===== config.mk =====
export PLATFORM = sky130hd
export DESIGN_NAME = alu_top
export DESIGN_NICKNAME = d
export VERILOG_FILES = /design/src/common/alu_pkg.sv /design/src/common/cp_if.sv /design/src/adder/prefix_adder.sv /design/src/alu_core.sv /design/src/coproc/cp_control.sv /design/src/coproc/cp_shifter.sv /design/src/coproc/cp_cond.sv /design/src/alu_top.sv
export SDC_FILE = /design/constraint.sdc
export NUM_CORES = 1
export LEC_CHECK = 0
export ABC_CLOCK_PERIOD_IN_PS = 5800
export BUFFER_PORTS_ARGS = -buffer_cell sky130_fd_sc_hd__buf_2
export CAP_MARGIN = 0
export CORE_ASPECT_RATIO = 1.2
export CORE_MARGIN = 3
export CORE_UTILIZATION = 40
export DETAILED_ROUTE_END_ITERATION = 10
export PLACE_DENSITY_LB_ADDON = 0.3
export REMOVE_ABC_BUFFERS = 1
export SLEW_MARGIN = 15
export SYNTH_ARGS = -nofsm -noshare
export SYNTH_HDL_FRONTEND = slang
export SYNTH_HIERARCHICAL = 1
export SYNTH_SLANG_ARGS = --single-unit

===== constraint.sdc =====
create_clock -name clk_i -period 5.8 [get_ports clk_i]
set_clock_uncertainty 0.05 [all_clocks]
set_input_delay 1.16 -clock clk_i [delete_from_list [all_inputs] [get_ports clk_i]]
set_output_delay 1.16 -clock clk_i [all_outputs]
set_load 0.05 [all_outputs]

===== src/common/alu_pkg.sv =====
/*
 * shared definitions of the integer ALU
 * data widths, result select codes, comparator bits,
 * co-processor slot indices, function codes and timeout width
 */
`default_nettype none

package alu_pkg;

    // widths ------------------------------------
    localparam int XLEN    = 32;           // data path width
    localparam int SHAMT_W = 5;            // shift amount width

    // result select, bit 0 set means subtract in the adder
    typedef enum logic [2:0] {
        ALU_OP_ADD  = 3'b000,              // opa + opb
        ALU_OP_SUB  = 3'b001,              // opa - opb
        ALU_OP_CP   = 3'b010,              // merged co-processor result
        ALU_OP_SLT  = 3'b011,              // set if less than
        ALU_OP_MOVB = 3'b100,              // pass operand b
        ALU_OP_XOR  = 3'b101,
        ALU_OP_OR   = 3'b110,
        ALU_OP_AND  = 3'b111
    } alu_op_t;

    // comparator status bits
    localparam int CMP_EQ = 0;             // rs1 == rs2
    localparam int CMP_LT = 1;             // rs1 < rs2

    // co-processor slots ------------------------
    localparam int CP_SLOTS     = 3;       // trigger width
    localparam int CP_SEL_SHIFT = 0;       // iterative shifter
    localparam int CP_SEL_COND  = 1;       // conditional zero
    localparam int CP_SEL_RSVD  = 2;       // reserved multiplier slot, nobody answers

    // function codes overlap, only the started unit decodes them
    typedef logic [1:0] cp_funct_t;
    localparam cp_funct_t CP_SLL       = 2'b00;
    localparam cp_funct_t CP_SRL       = 2'b01;
    localparam cp_funct_t CP_SRA       = 2'b10;
    localparam cp_funct_t CP_CZERO_EQZ = 2'b00;
    localparam cp_funct_t CP_CZERO_NEZ = 2'b01;

    localparam int CP_TIMEOUT_W = 6;       // run counter width, timeout near 57 cycles

endpackage

`default_nettype wire


===== src/common/cp_if.sv =====
/*
 * link between the co-processor controller and one co-processor
 * start/valid pulse handshake, result is zero outside the valid cycle
 */
`timescale 1ns/1ps
`default_nettype none

interface cp_if import alu_pkg::*; ();

    logic            start;    // one-cycle trigger
    cp_funct_t       funct;    // unit specific function code
    logic [XLEN-1:0] rs1;      // first operand
    logic [XLEN-1:0] opb;      // rs2 or immediate
    logic [XLEN-1:0] res;      // result, zero unless valid
    logic            valid;    // one-cycle done pulse

    // controller side
    modport ctrl (output start, funct, rs1, opb, input res, valid);

    // co-processor side
    modport unit (input start, funct, rs1, opb, output res, valid);

endinterface

`default_nettype wire


===== src/adder/prefix_adder.sv =====
/*
 * parallel-prefix adder/subtractor on 33 bits
 * optional sign extension, five prefix levels and a carry-in level
 * bit 32 of the sum is the less-than answer
 */
`timescale 1ns/1ps
`default_nettype none

module prefix_adder import alu_pkg::*; (
    input  logic [XLEN-1:0] opa_i,        // operand a
    input  logic [XLEN-1:0] opb_i,        // operand b
    input  logic            sub_i,        // subtract: invert b, carry in 1
    input  logic            unsigned_i,   // zero-extend instead of sign-extend
    output logic [XLEN:0]   sum_o         // 33-bit sum
);

    logic [XLEN:0]   opa_x;               // extended a
    logic [XLEN:0]   opb_x;               // extended, maybe inverted b
    logic [XLEN:0]   carry;               // carry into each bit

    // group generate/propagate per prefix level, level 0 is bitwise
    logic [XLEN-1:0] gen_l [0:$clog2(XLEN)];
    logic [XLEN-1:0] prp_l [0:$clog2(XLEN)];

    // operand extension -------------------------
    assign opa_x = {opa_i[XLEN-1] & ~unsigned_i, opa_i};
    assign opb_x = {opb_i[XLEN-1] & ~unsigned_i, opb_i} ^ {(XLEN+1){sub_i}};

    // prefix tree -------------------------------
    always_comb begin : prefix_tree
        gen_l[0] = opa_x[XLEN-1:0] & opb_x[XLEN-1:0];   // bit generate
        prp_l[0] = opa_x[XLEN-1:0] ^ opb_x[XLEN-1:0];   // bit propagate
        // distance doubles per level: 1, 2, 4, 8, 16
        for (int lvl = 1; lvl <= $clog2(XLEN); lvl++) begin
            for (int i = 0; i < XLEN; i++) begin
                if (i >= (1 << (lvl - 1))) begin
                    gen_l[lvl][i] = gen_l[lvl-1][i] |
                                    (prp_l[lvl-1][i] & gen_l[lvl-1][i - (1 << (lvl - 1))]);
                    prp_l[lvl][i] = prp_l[lvl-1][i] & prp_l[lvl-1][i - (1 << (lvl - 1))];
                end else begin
                    gen_l[lvl][i] = gen_l[lvl-1][i];    // span already reaches bit 0
                    prp_l[lvl][i] = prp_l[lvl-1][i];
                end
            end
        end
    end : prefix_tree

    // final carry level -------------------------
    // group [i:0] either generates or passes the carry-in
    always_comb begin : carry_level
        carry[0] = sub_i;
        for (int i = 0; i < XLEN; i++) begin
            carry[i+1] = gen_l[$clog2(XLEN)][i] | (prp_l[$clog2(XLEN)][i] & sub_i);
        end
    end : carry_level

    assign sum_o = opa_x ^ opb_x ^ carry;     // top bit is sign of the 33-bit result

endmodule

`default_nettype wire


===== src/alu_core.sv =====
/*
 * ALU data path
 * branch comparator, operand select and result select
 */
`timescale 1ns/1ps
`default_nettype none

module alu_core import alu_pkg::*; (
    input  alu_op_t         alu_op_i,     // result select
    input  logic            unsigned_i,   // unsigned compare / slt
    input  logic            opa_sel_i,    // 1: pc, 0: rs1
    input  logic            opb_sel_i,    // 1: imm, 0: rs2
    input  logic [XLEN-1:0] rs1_i,
    input  logic [XLEN-1:0] rs2_i,
    input  logic [XLEN-1:0] pc_i,
    input  logic [XLEN-1:0] imm_i,
    input  logic [XLEN-1:0] cp_res_i,     // merged co-processor result
    output logic [1:0]      cmp_o,        // {lt, eq}
    output logic [XLEN-1:0] opb_o,        // selected b, co-processor operand
    output logic [XLEN-1:0] res_o,        // ALU result
    output logic [XLEN-1:0] add_o         // address output
);

    logic [XLEN:0]   cmp_rs1;             // extended for compare
    logic [XLEN:0]   cmp_rs2;
    logic [XLEN-1:0] opa;
    logic [XLEN-1:0] opb;
    logic [XLEN:0]   addsub;              // adder sum incl. sign bit

    // comparator --------------------------------
    assign cmp_rs1 = {rs1_i[XLEN-1] & ~unsigned_i, rs1_i};
    assign cmp_rs2 = {rs2_i[XLEN-1] & ~unsigned_i, rs2_i};

    assign cmp_o[CMP_EQ] = (rs1_i == rs2_i);
    assign cmp_o[CMP_LT] = ($signed(cmp_rs1) < $signed(cmp_rs2));  // one comparator for both

    // operand select
    assign opa   = opa_sel_i ? pc_i  : rs1_i;
    assign opb   = opb_sel_i ? imm_i : rs2_i;
    assign opb_o = opb;

    prefix_adder prefix_adder_inst (
        .opa_i      (opa        ),
        .opb_i      (opb        ),
        .sub_i      (alu_op_i[0]),        // set for sub and slt
        .unsigned_i (unsigned_i ),
        .sum_o      (addsub     )
    );

    assign add_o = addsub[XLEN-1:0];

    // result select -----------------------------
    always_comb begin : result_sel
        case (alu_op_i)
            ALU_OP_ADD  : res_o = addsub[XLEN-1:0];
            ALU_OP_SUB  : res_o = addsub[XLEN-1:0];
            ALU_OP_CP   : res_o = cp_res_i;            // zero unless done
            ALU_OP_SLT  : res_o = {{(XLEN-1){1'b0}}, addsub[XLEN]};
            ALU_OP_MOVB : res_o = opb;
            ALU_OP_XOR  : res_o = rs1_i ^ opb;
            ALU_OP_OR   : res_o = rs1_i | opb;
            ALU_OP_AND  : res_o = rs1_i & opb;
            default     : res_o = addsub[XLEN-1:0];
        endcase
    end : result_sel

endmodule

`default_nettype wire


===== src/coproc/cp_control.sv =====
/*
 * co-processor control
 * start fan-out, result/done merge and run timeout monitor
 */
`timescale 1ns/1ps
`default_nettype none

module cp_control import alu_pkg::*; (
    input  logic                clk_i,
    input  logic                rstn_i,
    input  logic [CP_SLOTS-1:0] cp_trig_i,    // one-hot start pulses
    input  cp_funct_t           cp_funct_i,
    input  logic                trap_i,       // aborts a running operation
    input  logic [XLEN-1:0]     rs1_i,
    input  logic [XLEN-1:0]     opb_i,
    cp_if.ctrl                  shift_cp,
    cp_if.ctrl                  cond_cp,
    output logic [XLEN-1:0]     cp_res_o,     // OR of unit results
    output logic                cp_done_o,    // OR of unit valids
    output logic                exc_o         // co-processor timeout
);

    logic                    any_trig;
    logic                    mon_run;     // operation in flight
    logic                    mon_fin;     // registered done
    logic [CP_TIMEOUT_W-1:0] mon_cnt;     // cycles since start

    // fan-out -----------------------------------
    assign shift_cp.start = cp_trig_i[CP_SEL_SHIFT];
    assign shift_cp.funct = cp_funct_i;
    assign shift_cp.rs1   = rs1_i;
    assign shift_cp.opb   = opb_i;

    assign cond_cp.start  = cp_trig_i[CP_SEL_COND];
    assign cond_cp.funct  = cp_funct_i;
    assign cond_cp.rs1    = rs1_i;
    assign cond_cp.opb    = opb_i;

    // idle units drive zero, so plain OR merges
    assign cp_res_o  = shift_cp.res | cond_cp.res;
    assign cp_done_o = shift_cp.valid | cond_cp.valid;

    // reserved slot still arms the monitor
    assign any_trig = cp_trig_i[CP_SEL_SHIFT] | cp_trig_i[CP_SEL_COND] | cp_trig_i[CP_SEL_RSVD];

    // run monitor -------------------------------
    always_ff @(posedge clk_i or negedge rstn_i) begin : run_monitor
        if (!rstn_i) begin
            mon_run <= 1'b0;
            mon_fin <= 1'b0;
            mon_cnt <= '0;
            exc_o   <= 1'b0;
        end else begin
            exc_o   <= mon_run & (&mon_cnt[CP_TIMEOUT_W-1 -: 3]) & ~mon_fin;  // top 3 bits set
            mon_fin <= cp_done_o;
            if (!mon_run) begin
                mon_cnt <= '0;
                mon_run <= any_trig;
            end else begin
                mon_cnt <= mon_cnt + 1'b1;
                if (mon_fin || trap_i) begin  // done or aborted by trap
                    mon_run <= 1'b0;
                end
            end
        end
    end : run_monitor

endmodule

`default_nettype wire


===== src/coproc/cp_shifter.sv =====
/*
 * bit-serial shifter co-processor
 * sll, srl and sra, one bit per cycle, done shamt+1 cycles after start
 */
`timescale 1ns/1ps
`default_nettype none

module cp_shifter import alu_pkg::*; (
    input  logic clk_i,
    input  logic rstn_i,
    cp_if.unit   cp
);

    logic               busy;             // shift in progress
    logic [SHAMT_W-1:0] cnt;              // bits left to shift
    logic [XLEN-1:0]    sreg;             // shift register
    cp_funct_t          funct_q;          // latched function
    logic               done;

    assign done = busy & (cnt == '0);

    // control -----------------------------------
    always_ff @(posedge clk_i or negedge rstn_i) begin : shift_ctrl
        if (!rstn_i) begin
            busy <= 1'b0;
            cnt  <= '0;
        end else if (cp.start && !busy) begin
            busy <= 1'b1;
            cnt  <= cp.opb[SHAMT_W-1:0];  // low bits of b are shamt
        end else if (done) begin
            busy <= 1'b0;
        end else if (busy) begin
            cnt  <= cnt - 1'b1;
        end
    end : shift_ctrl

    // data --------------------------------------
    always_ff @(posedge clk_i) begin : shift_data
        if (cp.start && !busy) begin
            sreg    <= cp.rs1;
            funct_q <= cp.funct;
        end else if (busy && !done) begin
            case (funct_q)
                CP_SLL  : sreg <= {sreg[XLEN-2:0], 1'b0};
                CP_SRL  : sreg <= {1'b0, sreg[XLEN-1:1]};
                CP_SRA  : sreg <= {sreg[XLEN-1], sreg[XLEN-1:1]};  // keep sign
                default : sreg <= {1'b0, sreg[XLEN-1:1]};
            endcase
        end
    end : shift_data

    assign cp.valid = done;
    assign cp.res   = done ? sreg : '0;   // zero outside the done cycle

endmodule

`default_nettype wire


===== src/coproc/cp_cond.sv =====
/*
 * conditional-zero co-processor, czero.eqz and czero.nez
 */
`timescale 1ns/1ps
`default_nettype none

module cp_cond import alu_pkg::*; (
    input  logic clk_i,
    input  logic rstn_i,
    cp_if.unit   cp
);

    logic            valid_q;
    logic [XLEN-1:0] res_q;
    logic            zero_out;            // force result to zero

    always_comb begin : cond_eval
        case (cp.funct)
            CP_CZERO_EQZ : zero_out = (cp.opb == '0);
            CP_CZERO_NEZ : zero_out = (cp.opb != '0);
            default      : zero_out = 1'b0;
        endcase
    end : cond_eval

    always_ff @(posedge clk_i or negedge rstn_i) begin : cond_valid
        if (!rstn_i) begin
            valid_q <= 1'b0;
        end else begin
            valid_q <= cp.start;          // fixed one-cycle latency
        end
    end : cond_valid

    always_ff @(posedge clk_i) begin : cond_data
        res_q <= zero_out ? '0 : cp.rs1;
    end : cond_data

    assign cp.valid = valid_q;
    assign cp.res   = valid_q ? res_q : '0;

endmodule

`default_nettype wire


===== src/alu_top.sv =====
/*
 * integer ALU top level
 * data path, co-processor control, shifter and conditional-zero units
 */
`timescale 1ns/1ps
`default_nettype none

module alu_top import alu_pkg::*; (
    input  logic                clk_i,
    input  logic                rstn_i,
    input  alu_op_t             alu_op_i,
    input  logic                unsigned_i,
    input  logic                opa_sel_i,
    input  logic                opb_sel_i,
    input  logic [CP_SLOTS-1:0] cp_trig_i,
    input  cp_funct_t           cp_funct_i,
    input  logic                trap_i,
    input  logic [XLEN-1:0]     rs1_i,
    input  logic [XLEN-1:0]     rs2_i,
    input  logic [XLEN-1:0]     pc_i,
    input  logic [XLEN-1:0]     imm_i,
    output logic [1:0]          cmp_o,
    output logic [XLEN-1:0]     res_o,
    output logic [XLEN-1:0]     add_o,
    output logic                exc_o,
    output logic                cp_done_o
);

    logic [XLEN-1:0] cp_res;              // merged unit result
    logic [XLEN-1:0] cp_opb;              // selected b for the units

    cp_if shift_cp ();
    cp_if cond_cp ();

    alu_core alu_core_inst (
        .alu_op_i   (alu_op_i  ),
        .unsigned_i (unsigned_i),
        .opa_sel_i  (opa_sel_i ),
        .opb_sel_i  (opb_sel_i ),
        .rs1_i      (rs1_i     ),
        .rs2_i      (rs2_i     ),
        .pc_i       (pc_i      ),
        .imm_i      (imm_i     ),
        .cp_res_i   (cp_res    ),
        .cmp_o      (cmp_o     ),
        .opb_o      (cp_opb    ),
        .res_o      (res_o     ),
        .add_o      (add_o     )
    );

    cp_control cp_control_inst (
        .clk_i      (clk_i     ),
        .rstn_i     (rstn_i    ),
        .cp_trig_i  (cp_trig_i ),
        .cp_funct_i (cp_funct_i),
        .trap_i     (trap_i    ),
        .rs1_i      (rs1_i     ),
        .opb_i      (cp_opb    ),
        .shift_cp   (shift_cp  ),
        .cond_cp    (cond_cp   ),
        .cp_res_o   (cp_res    ),
        .cp_done_o  (cp_done_o ),
        .exc_o      (exc_o     )
    );

    cp_shifter cp_shifter_inst (
        .clk_i  (clk_i   ),
        .rstn_i (rstn_i  ),
        .cp     (shift_cp)
    );

    cp_cond cp_cond_inst (
        .clk_i  (clk_i  ),
        .rstn_i (rstn_i ),
        .cp     (cond_cp)
    );

endmodule

`default_nettype wire


Yosys cells after proc, flatten, opt, wreduce, memory -nomap -nowiden

Cells that the tools add are included.

Register bits: 82
Output and inout port bits: 68

Add/subtract/negate cells: 2
Order comparisons: 1
Eq/ne operators: 12
Mux-type cells: 17
Bitwise gates (word level): 472
Reductions and logical operators: 18

Operator list:

| cell                                                               | count |
|---|---|
| 1-bit AND                                                          | 297 |
| 32-bit case mux with 7 select lines                                | 1 |
| 32-bit 2-to-1 mux                                                  | 6 |
| 1-bit bitwise OR                                                   | 164 |
| 33-bit bitwise XOR                                                 | 3 |
| 32-bit AND                                                         | 2 |
| 32-bit bitwise OR                                                  | 2 |
| 32-bit case mux with 2 select lines                                | 1 |
| 32-bit bitwise XOR                                                 | 2 |
| 33-bit < comparator                                                | 1 |
| 32-bit == test                                                     | 1 |
| 32-bit logical NOT                                                 | 1 |
| 32-bit nonzero test                                                | 1 |
| 5-bit 2-to-1 mux                                                   | 3 |
| 3-bit == test, second input constant                               | 4 |
| 6-bit by 1-bit adder with 6-bit output, second input constant      | 1 |
| 3-bit by 2-bit == test with 1-bit output, second input constant    | 2 |
| 6-bit 2-to-1 mux                                                   | 1 |
| 2-bit nonzero test                                                 | 3 |
| 5-bit logical NOT                                                  | 1 |
| 5-bit by 1-bit subtractor with 5-bit output, second input constant | 1 |
| 2-bit logical NOT                                                  | 2 |
| 1-bit 2-to-1 mux                                                   | 4 |
| 2-bit by 1-bit != test with 1-bit output, second input constant    | 2 |
| 12 further kinds                                                   | 16 |

Logic depth before layout (Yosys ltp)

Gate-level depths: netlist of the first run.

Depth after elaboration: 17
Mapped depth: 17
Gate-level depth less buffers: 14

Hierarchy

The synthesis of the first run kept the hierarchy.

Modules (own cells, without submodules):

| module       | instances | cells an instance | area an instance (µm²) |
|---|---|---|---|
| alu_core     | 1         | 630               | 4289.1 |
| cp_shifter   | 1         | 223               | 2334.7 |
| prefix_adder | 1         | 273               | 1985.7 |
| cp_control   | 1         | 195               | 1570.3 |
| cp_cond      | 1         | 121               | 1366.3 |

Least setup slack after synthesis of the first run

Ideal clock, no wire load.

Kind: input port to output port
Start point: input port opb_sel_i
End point: output port res_o[29]
Data arrival time: 5.754 ns
Required time: 4.590 ns
Path slack: -1.164 ns
Stages: 15
Cell sequence: buf_6 > buf_6 > mux2i_1 > inv_1 > xor2_1 > ha_1 > a211oi_2 > o21bai_2 > a311o_1 > a21oi_1 > o21ai_1 > a221oi_1 > nor2b_1 > a211oi_1 > a21oi_1

Elaborated cells between the ends (all ways): 96
Those cells by class: 2 x mux; 94 x bitwise

RTL lines:

| what                                    | RTL line           | source |
|---|---|---|
| from (decl)                             | alu_top.sv:14      | `input logic opb_sel_i,` |
| 32-bit 2-to-1 mux (*)                   | alu_core.sv:39     | `assign opb = opb_sel_i ? imm_i : rs2_i;` |
| via cp_opb[0]                           | alu_top.sv:30      | `logic [XLEN-1:0] cp_opb;` |
| 33-bit bitwise XOR (*)                  | prefix_adder.sv:27 | `assign opb_x = {opb_i[XLEN-1] & ~unsigned_i, opb_i} ^ {(XLEN+1){sub_i}};` |
| 32-bit AND                              | prefix_adder.sv:31 | `gen_l[0] = opa_x[XLEN-1:0] & opb_x[XLEN-1:0];` |
| 1-bit AND                               | prefix_adder.sv:38 | `(prp_l[lvl-1][i] & gen_l[lvl-1][i - (1 << (lvl - 1))]);` |
| 1-bit bitwise OR                        | prefix_adder.sv:37 | `gen_l[lvl][i] = gen_l[lvl-1][i] \|` |
| 1-bit AND                               | prefix_adder.sv:38 |  |
| 1-bit bitwise OR                        | prefix_adder.sv:37 |  |
| 1-bit AND                               | prefix_adder.sv:38 |  |
| 1-bit bitwise OR                        | prefix_adder.sv:37 |  |
| 1-bit bitwise OR (*)                    | prefix_adder.sv:53 | `carry[i+1] = gen_l[$clog2(XLEN)][i] \| (prp_l[$clog2(XLEN)][i] & sub_i);` |
| 33-bit bitwise XOR (*)                  | prefix_adder.sv:57 | `assign sum_o = opa_x ^ opb_x ^ carry;` |
| via add_o[29]                           | alu_top.sv:24      | `output logic [XLEN-1:0] add_o,` |
| 32-bit case mux with 7 select lines (*) | alu_core.sv:54     | `case (alu_op_i)` |
| to (decl)                               | alu_top.sv:23      | `output logic [XLEN-1:0] res_o,` |

Mark *: on every way through the listed nets, which the timed path passes. The rest lies on a longest branch.

Final worst setup path of the first run

Start point: input port opb_sel_i
End point: output port res_o[25]

Longest elaborated chain between the ends: 15
Elaborated cells between the ends (all ways): 84
Those cells by class: 2 x mux; 82 x bitwise

RTL lines:

| what                                    | RTL line |
|---|---|
| 32-bit 2-to-1 mux (*)                   | alu_core.sv:39 |
| via cp_opb[1]                           | alu_top.sv:30 |
| 33-bit bitwise XOR (*)                  | prefix_adder.sv:27 |
| 32-bit AND                              | prefix_adder.sv:31 |
| 1-bit AND                               | prefix_adder.sv:38 |
| 1-bit bitwise OR                        | prefix_adder.sv:37 |
| 1-bit AND                               | prefix_adder.sv:38 |
| 1-bit bitwise OR                        | prefix_adder.sv:37 |
| 1-bit AND                               | prefix_adder.sv:38 |
| 1-bit bitwise OR (2 in a row)           | prefix_adder.sv:37 |
| 1-bit AND                               | prefix_adder.sv:38 |
| 1-bit bitwise OR                        | prefix_adder.sv:37 |
| 1-bit bitwise OR (*)                    | prefix_adder.sv:53 |
| 33-bit bitwise XOR (*)                  | prefix_adder.sv:57 |
| 32-bit case mux with 7 select lines (*) | alu_core.sv:54 |

Marks and branches as above.

==> flow_metrics.env, run 1 <==
export IMPL_status="completed"
export IMPL_core_area_mm2=0.0275
export IMPL_detail_route_iter0_violations=759
export IMPL_drt_pre_antenna_iters=6
export IMPL_floorplan_initialDensity_pct=41.3
export IMPL_post_dp_cell_area_mm2=0.0129
export IMPL_synthesis_area_per_instance_um2=8.02
export IMPL_antenna_found_initial=0
export IMPL_routed_wirelength_um=39700
export IMPL_cts_tree="built"
export IMPL_report_final_setup_viol=0
export IMPL_grt_pass1_vias=11051
export IMPL_power_net_switching_mw=1.91
export IMPL_fin_crit_sh_pct=99.0
export IMPL_area_growth_synth_to_final_pct=21.0
export IMPL_fp_dieW_um=160
export IMPL_timing_hold_violations_final=0
export IMPL_worst_setup_path_type="input port to output port"
export IMPL_timing_critical_path_fanout_max=4
export IMPL_rsz0062_at_grt="true"
export IMPL_final_critical_path_setup_slack_ns=0.0589
export IMPL_yosysWarningCount=6
export IMPL_diodes=0
export IMPL_post_route_cells_drive_above_1_share_pct=33.9
export IMPL_nNetsFinal=1905
export IMPL_globalRouteOverflowTotal=0
export IMPL_layout_cells_most_common="sky130_fd_sc_hd__buf_2"
export IMPL_ioPinCount=210
export IMPL_fin_tns_setup_ns=0
export IMPL_fin_crit_ns=5.74
export IMPL_cts_sink_count=82
export IMPL_route_detailed_drc=0
export IMPL_clock_power_share_pct=13.3
export IMPL_hold_worst_slack_ns=0.400
export IMPL_viasPerCell=5.44
export IMPL_grtUsageTotal_pct=25.2
export IMPL_startpoint_type="input port"
export IMPL_cts_made_buffers=9
export IMPL_die_h_um=190
export IMPL_place_worst_setup_slack_ns=-0.103
export IMPL_wl_per_cell_um=19.7
export IMPL_cp_data_arrival_time_ns=4.53
export IMPL_syn_inst_count=1415
export IMPL_swShare_pct=47.8
export IMPL_drv_slew=0
export IMPL_max_cap_violations=0
export IMPL_sequentialPowerShare_pct=24.5
export IMPL_ant_nets=0
export IMPL_worst_hold_path_type="register to register"
export IMPL_synthesis_area_mm2=0.0113
export IMPL_comb_power_share_pct=62.2
export IMPL_tightestPinTransition_ns=1.02
export IMPL_endpoint_kind="output port"
export IMPL_via_count=10942
export IMPL_maxSlewHeadroom_pct=31.8
export IMPL_p_per_area_mw_per_mm2=291
export IMPL_worst_ep_required_time_ns=4.59
export IMPL_final_std_cell_area_no_fill_mm2=0.0137
export IMPL_buffer_ports_inserted=209
export IMPL_clock_tree_htree_level_count=3
export IMPL_mostFrequentLayoutCells="sky130_fd_sc_hd__buf_2 (196), sky130_fd_sc_hd__buf_4 (183), sky130_fd_sc_hd__nand2_1 (130), sky130_fd_sc_hd__inv_1 (129), sky130_fd_sc_hd__ha_1 (125)"
export IMPL_design_power_total_mw=3.99
export IMPL_detailedPlacementHpwl_um=31500
export IMPL_cts_path_max_buffers=2
export IMPL_place_gp_congestion=0.975
export IMPL_grt_pass1_wl_um=60400
export IMPL_clock_root_buffer="sky130_fd_sc_hd__clkbuf_16"
export IMPL_die_area_mm2=0.0304
export IMPL_p_leak_nw=6.82
export IMPL_worstSkewPairLatency_ns=0.34
export IMPL_vdd_ir_drop_max_uv=204
export IMPL_grt_max_degree=67
export IMPL_row_count=66
export IMPL_fmaxAchievable_mhz=174
export IMPL_clock_pin_slew_on_the_worst_setup_and_hold_paths_ns=0.06
export IMPL_cell_internal_pwr_mw=2.09
[registers in the layout, summed over array words and instances, names as in the netlist]
register / count
cp_control_inst/exc_o: 1
cp_cond_inst/res_q: 32
cp_shifter_inst/sreg: 32
cp_shifter_inst/cnt: 5
cp_shifter_inst/funct_q: 2
cp_control_inst/mon_fin: 1
cp_control_inst/mon_run: 1
cp_shifter_inst/busy: 1
cp_cond_inst/cp.valid: 1
cp_control_inst/mon_cnt: 6
[worst max-delay path, cell delays in order]
cell and delay [ns]:
sky130_fd_sc_hd__buf_12 0.10, sky130_fd_sc_hd__buf_4 0.13, sky130_fd_sc_hd__mux2i_2 0.23, sky130_fd_sc_hd__inv_1 0.09, sky130_fd_sc_hd__xor2_1 0.15, sky130_fd_sc_hd__ha_1 0.33
sky130_fd_sc_hd__o21ai_2 0.17, sky130_fd_sc_hd__o21bai_2 0.09, sky130_fd_sc_hd__buf_4 0.17, sky130_fd_sc_hd__a311o_1 0.35, sky130_fd_sc_hd__a21oi_2 0.22, sky130_fd_sc_hd__o21ai_2 0.12
sky130_fd_sc_hd__buf_4 0.15, sky130_fd_sc_hd__a21boi_1 0.16, sky130_fd_sc_hd__xnor2_1 0.17, sky130_fd_sc_hd__nor2b_4 0.21, sky130_fd_sc_hd__a211oi_1 0.06, sky130_fd_sc_hd__a21oi_1 0.22
sky130_fd_sc_hd__buf_4 0.24
[what timing repair did]
item                       CTS  global route
cloned                       1             0
buffers inserted             6             5
resized for setup           32            75
pin swaps                   10            18
setup endpoints to repair    9            17
hold buffers                 0             0
[power groups by stage]
| stage | Sequential (mW) | Clock, mW | Combinational, mW |
|---|---|---|---|
| 2_1_floorplan | 0.937 | 0 | 1.51 |
| 3_3_place_gp | 0.979 | 0 | 2.32 |
| 3_5_place_dp | 0.984 | 0 | 2.34 |
| 4_1_cts | 0.974 | 0.540 | 2.39 |
| 5_1_grt | 1.00 | 0.566 | 2.68 |
| 6_report | 0.977 | 0.531 | 2.49 |
[final cells by class]
class | instances | area, um^2
fill | 2765 | 13800
multi-input combinational | 1014 | 7850
timing repair buffer | 391 | 2570
sequential | 82 | 2060
inverter | 135 | 507
tap | 374 | 468
clock buffer | 11 | 243
clock inverter | 5 | 30.0
[worst paths after layout]
check | end | start | slack, ns | depth (start not counted)
worst max-delay path | res_o[25] | opb_sel_i | 0.06 | 19
worst min-delay path | cp_control_inst/exc_o$_DFF_PN0_ | cp_control_inst/mon_fin$_DFF_PN0_ | 0.40 | 1
worst max register to register | cp_shifter_inst/sreg[0]$_DFFE_PP_ | cp_shifter_inst/busy$_DFFE_PN0P_ | 3.56 | 4
worst min register to register | cp_control_inst/exc_o$_DFF_PN0_ | cp_control_inst/mon_fin$_DFF_PN0_ | 0.40 | 1
max in group asynchronous | cp_shifter_inst/cnt[3]$_DFFE_PN0P_ | rstn_i | 4.77 | 1
min in group asynchronous | cp_control_inst/mon_run$_DFF_PN0_ | rstn_i | 0.67 | 1
[per-layer routing]
metal | wire, um | GRT usage [%]
met4 | 1630 | 9.83
met5 | 0 | 0
met1 | 16500 | 31.5
met2 | 19000 | 43.9
met3 | 2590 | 3.63
[metrics by stage]
step                instances  util (%)
detailed placement       1984      46.9
global route             2012      49.9
floorplan                1231         -
global placement         1984      46.9
CTS                      2007      48.6
finish                   2012      49.9
No activity file was read; power rests on OpenSTA's default activity.
==> inputs of run 2 (changes only) <==
==> constraint.sdc (replaced) <==
create_clock -name clk_i -period 5.8 [get_ports clk_i]
set_clock_uncertainty 0.05 [all_clocks]
set_input_delay 0.29 -clock clk_i [delete_from_list [all_inputs] [get_ports clk_i]]
set_output_delay 0.29 -clock clk_i [all_outputs]
set_load 0.05 [all_outputs]
==> run 2 against run 1 <==
  * Sequential share of layout area rose by 2.2 points
  * Combinational power fell by 15%
  * Total power fell by 7.2%
  * Flip-flop and latch count did not move
  * Global-route usage fell by 1.1 points
  * Critical path type unchanged
  * Largest power group unchanged
  * Highest routed layer unchanged
==> flow_metrics.env, run 2 (synthesized netlist as in run 1, its figures left out) <==
export IMPL_status="completed"
export IMPL_detailedPlacementHpwl_um=29700
export IMPL_wl_per_cell_um=20.3
export IMPL_vdd_ir_drop_max_uv=201
export IMPL_antenna_found_initial=0
export IMPL_max_cap_violations=0
export IMPL_ant_nets=0
export IMPL_rsz0062_at_grt="false"
export IMPL_cts_repair_resize_count=0
export IMPL_worstSkewPairLatency_ns=0.35
export IMPL_hold_worst_slack_ns=0.0203
export IMPL_worst_ep_required_time_ns=5.46
export IMPL_cts_sink_count=82
export IMPL_globalRouteOverflowTotal=0
export IMPL_report_final_setup_viol=0
export IMPL_total_area_of_sequential_cells_mm2=0.00206
export IMPL_fp_dieW_um=160
export IMPL_mostFrequentLayoutCells="sky130_fd_sc_hd__buf_2 (208), sky130_fd_sc_hd__inv_1 (132), sky130_fd_sc_hd__nand2_1 (130), sky130_fd_sc_hd__ha_1 (130), sky130_fd_sc_hd__mux2i_1 (90)"
export IMPL_endpoint_kind="output port"
export IMPL_clock_root_buffer="sky130_fd_sc_hd__clkbuf_16"
export IMPL_layout_filler_cells=2848
export IMPL_post_route_cells_drive_above_1_share_pct=22.0
export IMPL_timing_critical_path_fanout_max=17
export IMPL_worst_r2r_path_depth=4
export IMPL_grt_pass1_vias=10033
export IMPL_cp_data_arrival_time_ns=4.73
export IMPL_die_area_mm2=0.0304
export IMPL_place_worst_setup_slack_ns=0.836
export IMPL_tightestPinTransition_ns=1.19
export IMPL_die_h_um=190
export IMPL_hold_depth=1
export IMPL_grt_max_degree=74
export IMPL_cpLargestDelayFamily="compound AO/OA/AOI/OAI gates"
export IMPL_fin_tns_setup_ns=0
export IMPL_via_count=10219
export IMPL_ioPinCount=210
export IMPL_crit_path_buf_inv_count=4
export IMPL_floorplan_initialDensity_pct=41.3
export IMPL_reg_largest_list="cp_cond_inst/res_q (32), cp_shifter_inst/sreg (32), cp_control_inst/mon_cnt (6)"
export IMPL_fmaxAchievable_mhz=197
export IMPL_drt_pre_antenna_iters=5
export IMPL_grt_pass1_wl_um=57900
export IMPL_p_leak_nw=5.94
export IMPL_worst_setup_path_type="input port to output port"
export IMPL_cp_cell_sequence="buf_2 -> buf_4 -> mux2i_1 -> inv_1 -> xor2_1 -> ha_1 -> a211oi_1 -> nor2_1 -> o311ai_0 -> a21oi_1 -> a211oi_2 -> o31ai_1 -> xnor2_1 -> mux4_2 -> nor2_1 -> a21oi_1 -> buf_2"
export IMPL_core_area_mm2=0.0275
export IMPL_place_gp_congestion=0.974
export IMPL_maxSlewHeadroom_pct=20.7
export IMPL_route_detailed_drc=0
export IMPL_buffer_ports_inserted=209
export IMPL_routed_wirelength_um=37400
export IMPL_detail_route_iter0_violations=848
export IMPL_final_critical_path_setup_slack_ns=0.733
export IMPL_startpoint_type="input port"
export IMPL_timing_critical_path_depth=17
export IMPL_clock_pin_slew_on_the_worst_setup_and_hold_paths_ns=0.07
export IMPL_drv_slew=0
export IMPL_clock_tree_htree_level_count=3
export IMPL_cts_made_buffers=9
export IMPL_p_per_area_mw_per_mm2=310
export IMPL_fin_crit_sh_pct=87.4
export IMPL_grtUsageTotal_pct=24.1
export IMPL_fin_crit_ns=5.07
export IMPL_crit_path_largest_cell_delay_ns=0.43
export IMPL_area_growth_synth_to_final_pct=5.49
export IMPL_worst_path_max_delay_cell="sky130_fd_sc_hd__ha_1"
export IMPL_viasPerCell=5.55
export IMPL_layout_cells_most_common="sky130_fd_sc_hd__buf_2"
export IMPL_multiInputGateArea_mm2=0.00749
export IMPL_timing_hold_violations_final=0
export IMPL_nNetsFinal=1734
export IMPL_cts_path_max_buffers=2
export IMPL_cts_tree="built"
export IMPL_diodes=0
export IMPL_row_count=66
export IMPL_worst_hold_path_type="input port to register"
-- run 2: changes by cell type in the layout (fill, tap and decap cells not counted), sizes merged --
cell and delta:
clkinv -2, clkinvlp -1, clkbuf -3, buf -171, bufinv +1, dlygate4sd3 +1, inv +4
-- run 2: per-stage QoR --
| stage | cells | util (%) | power (mW) | area, um^2 |
|---|---|---|---|---|
| 6_report | 1841 | 43.5 | 3.70 | 12000 |
| 5_1_grt | 1841 | 43.5 | 3.94 | 12000 |
| 4_1_cts | 1841 | 43.5 | 3.71 | 12000 |
| 3_5_place_dp | 1824 | 42.4 | 3.09 | 11600 |
| 3_3_place_gp | 1824 | 42.4 | 3.07 | 11600 |
| 2_1_floorplan | 1231 | - | 2.45 | 10100 |
-- run 2: repair_timing --
item / CTS / global route
hold buffers: 1 / 0
hold endpoints to repair: 16 / 0
buffers inserted: 0 / 0
-- run 2: metal layers --
layer	vias to the layer above	wire length (um)	global-route usage, %
li1	4876	-	-
met1	4830	16200	31.9
met2	450	17400	40.5
met3	63	2480	3.48
met4	0	1330	7.92
met5	-	0	0
-- run 2: worst paths after layout --
kind | start | endpoint | slack, ns
max reg2reg | cp_shifter_inst/busy$_DFFE_PN0P_ | cp_shifter_inst/sreg[0]$_DFFE_PP_ | 3.54
max in group asynchronous | rstn_i | cp_control_inst/mon_cnt[1]$_DFF_PN0_ | 5.10
min reg2reg | cp_control_inst/mon_fin$_DFF_PN0_ | cp_control_inst/exc_o$_DFF_PN0_ | 0.41
min in group asynchronous | rstn_i | cp_shifter_inst/cnt[0]$_DFFE_PN0P_ | 0.33
max | opb_sel_i | res_o[0] | 0.73
min | cp_trig_i[1] | cp_cond_inst/cp.valid$_DFF_PN0_ | 0.02
-- run 2: cell type report --
type | instances | area share, %
sequential | 82 | 17.2
clock inverter | 7 | 0.711
inverter | 135 | 4.23
timing repair buffer | 220 | 9.47
tap | 374 | 3.91
clock buffer | 9 | 1.88
multi-input combinational | 1014 | 62.6
-- run 2: power breakdown --
part,total (mW),internal (mW),switching (mW)
Combinational,2.11,0.678,1.43
Clock,0.611,0.343,0.267
Sequential,0.982,0.839,0.143
==> inputs of run 3 (changes only) <==
--- a/config.mk
+++ b/config.mk
@@ -5,12 +5,14 @@
 export SDC_FILE = /design/constraint.sdc
 export NUM_CORES = 1
 export LEC_CHECK = 0
+export ABC_AREA = 1
 export ABC_CLOCK_PERIOD_IN_PS = 5800
 export BUFFER_PORTS_ARGS = -buffer_cell sky130_fd_sc_hd__buf_2
 export CAP_MARGIN = 0
 export CORE_ASPECT_RATIO = 1.2
 export CORE_MARGIN = 3
 export CORE_UTILIZATION = 40
+export CTS_CLUSTER_DIAMETER = 200
 export DETAILED_ROUTE_END_ITERATION = 10
 export PLACE_DENSITY_LB_ADDON = 0.3
 export REMOVE_ABC_BUFFERS = 1
==> run 3 against run 2 <==
  * Highest routed layer unchanged
  * Core utilization hardly changed
  * Hold slack lost 0.0022 ns
  * Sequential power increased by 1%
  * Critical endpoint is now res_o[20]
  * Sequential share of layout area shrank 0.91 points
==> flow_metrics.env, run 3 <==
export IMPL_synthesis_area_per_instance_um2=6.09
export IMPL_fin_crit_sh_pct=70.4
export IMPL_mostFrequentLayoutCells="sky130_fd_sc_hd__nand2_1 (459), sky130_fd_sc_hd__inv_1 (362), sky130_fd_sc_hd__nor2_1 (223), sky130_fd_sc_hd__buf_2 (209), sky130_fd_sc_hd__ha_1 (130)"
export IMPL_worstHoldStart="cp_trig_i[1]"
export IMPL_worst_hold_path_type="input port to register"
export IMPL_diodes=0
export IMPL_stdcell_count=2397
export IMPL_drv_slew=0
export IMPL_place_gp_congestion=1.03
export IMPL_worst_ep_required_time_ns=5.46
export IMPL_reg_largest_list="cp_cond_inst/res_q (32), cp_shifter_inst/sreg (32), cp_control_inst/mon_cnt (6)"
export IMPL_cp_data_arrival_time_ns=3.74
export IMPL_hold_depth=1
export IMPL_die_h_um=195
export IMPL_globalRouteOverflowTotal=0
export IMPL_r2r_start="cp_shifter_inst/busy$_DFFE_PN0P_"
export IMPL_routed_wirelength_um=41900
export IMPL_yosysWarningCount=6
export IMPL_post_route_cells_drive_above_1_share_pct=16.0
export IMPL_place_detailed_instances=2380
export IMPL_grtUsageTotal_pct=26.0
export IMPL_fin_tns_setup_ns=0
export IMPL_nNetsFinal=2279
export IMPL_die_area_mm2=0.0317
export IMPL_drt_pre_antenna_iters=6
export IMPL_detail_route_iter0_violations=931
export IMPL_vdd_ir_drop_max_uv=154
export IMPL_report_final_setup_viol=0
export IMPL_worst_setup_path_type="input port to output port"
export IMPL_startpoint_type="input port"
export IMPL_maxSlewHeadroom_pct=33.4
export IMPL_final_std_cell_area_no_fill_mm2=0.0126
export IMPL_post_dp_cell_area_mm2=0.0123
export IMPL_endpoint_kind="output port"
export IMPL_p_per_area_mw_per_mm2=302
export IMPL_route_detailed_drc=0
export IMPL_syn_inst_count=1944
export IMPL_synthesis_area_mm2=0.0118
export IMPL_critical_path_s_most_frequent_cell="sky130_fd_sc_hd__nand2_1"
export IMPL_postLayoutCoreUtil_pct=43.5
export IMPL_area_growth_synth_to_final_pct=6.64
export IMPL_worstSkewPairLatency_ns=0.35
export IMPL_viasPerCell=5.05
export IMPL_max_cap_violations=0
export IMPL_post_cts_setup_buffers=0
export IMPL_ant_nets=0
export IMPL_worst_r2r_path_depth=5
export IMPL_wl_per_cell_um=17.5
export IMPL_cts_made_buffers=9
export IMPL_cts_path_max_buffers=2
export IMPL_buffer_ports_inserted=209
export IMPL_clock_tree_htree_level_count=3
export IMPL_p_leak_nw=7.47
export IMPL_antenna_found_initial=0
export IMPL_timing_critical_path_fanout_max=28
export IMPL_ioPinCount=210
export IMPL_core_area_mm2=0.0290
export IMPL_row_count=68
export IMPL_clock_pin_slew_on_the_worst_setup_and_hold_paths_ns=0.06
export IMPL_fin_crit_ns=4.08
export IMPL_tightestPinTransition_ns=0.997
export IMPL_grt_pass1_vias=11868
export IMPL_fp_dieW_um=163
export IMPL_crit_path_largest_cell_delay_ns=0.45
export IMPL_layout_cells_most_common="sky130_fd_sc_hd__nand2_1"
export IMPL_rsz0062_at_grt="false"
export IMPL_grt_max_degree=43
export IMPL_timing_rr_end="cp_shifter_inst/cnt[0]$_DFFE_PN0P_"
export IMPL_cts_hold_buffers=1
export IMPL_fmaxAchievable_mhz=245
export IMPL_grt_pass1_wl_um=64600
export IMPL_clock_root_buffer="sky130_fd_sc_hd__clkbuf_16"
export IMPL_timing_hold_violations_final=0
export IMPL_worst_path_max_delay_cell="sky130_fd_sc_hd__buf_2"
export IMPL_cp_cell_sequence="buf_2 -> buf_4 -> nand2_1 -> o21ai_1 -> inv_1 -> xor2_1 -> ha_1 -> nand2_1 -> nor2_1 -> nand2_1 -> nor2_1 -> nand3_1 -> nand4_1 -> nand2_1 -> nand2_1 -> nand3_1 -> nand4_1 -> buf_2"
export IMPL_regToRegSetupSlack_ns=3.14
export IMPL_cts_tree="built"
export IMPL_startpoint="opb_sel_i"
export IMPL_worst_hold_path_endpoint="cp_cond_inst/cp.valid$_DFF_PN0_"
export IMPL_detailedPlacementHpwl_um=34600
export IMPL_via_count=12107
export IMPL_floorplan_initialDensity_pct=40.8
export IMPL_cts_sink_count=82
export IMPL_cts_repair_resize_count=0
export IMPL_status="completed"
run 3: worst max-delay path by stage:
stage / endpoint
3_3_place_gp: res_o[27]
3_5_place_dp: res_o[20]
6_report: res_o[20]
2_1_floorplan: res_o[9]
5_1_grt: res_o[20]
4_1_cts: res_o[20]
run 3: area by class of cell:
| class | count | area, um^2 |
|---|---|---|
| fill | 3234 | 16400 |
| multi-input combinational | 1325 | 7250 |
| sequential | 82 | 2060 |
| inverter | 367 | 1380 |
| timing repair buffer | 222 | 1150 |
| tap | 385 | 482 |
| clock buffer | 9 | 225 |
| clock inverter | 7 | 85.1 |
run 3: through the flow:
stage | setup slack [ns] | total power [mW] | hold WS, ns
finish | 1.72 | 3.82 | 0.0180
global route | 1.43 | 4.11 | 0.0159
CTS | 1.74 | 3.83 | 0.00934
detailed placement | 1.74 | 3.21 | 0.182
global placement | 1.72 | 3.19 | 0.175
floorplan | 2.40 | 2.54 | -0.0556
run 3: report_power, final:
group          internal, mW  switching (mW)  leakage [nW]
Sequential            0.854           0.140         0.816
Clock                 0.343           0.259         0.153
Combinational         0.612            1.61          6.50
Total                  1.81            2.01          7.47
run 3: per-layer routing:
layer / track usage [%] / share of wire [%] / vias up
met4: 8.81 / 3.8 / 0
met1: 32.6 / 41 / 5518
met2: 45.4 / 47 / 476
met3: 3.92 / 7.2 / 63
li1: - / - / 6050
met5: 0 / 0 / -
run 3: worst max-delay path: cells and delay by family:
| kind | cells | cell delay [ns] |
|---|---|---|
| AND/OR/NAND/NOR | 11 | 1.48 |
| adder cells (fa/ha/maj) | 1 | 0.44 |
| XOR/XNOR | 1 | 0.16 |
| AO/OA/AOI/OAI | 1 | 0.13 |
| buffers and inverters | 4 | 1.22 |
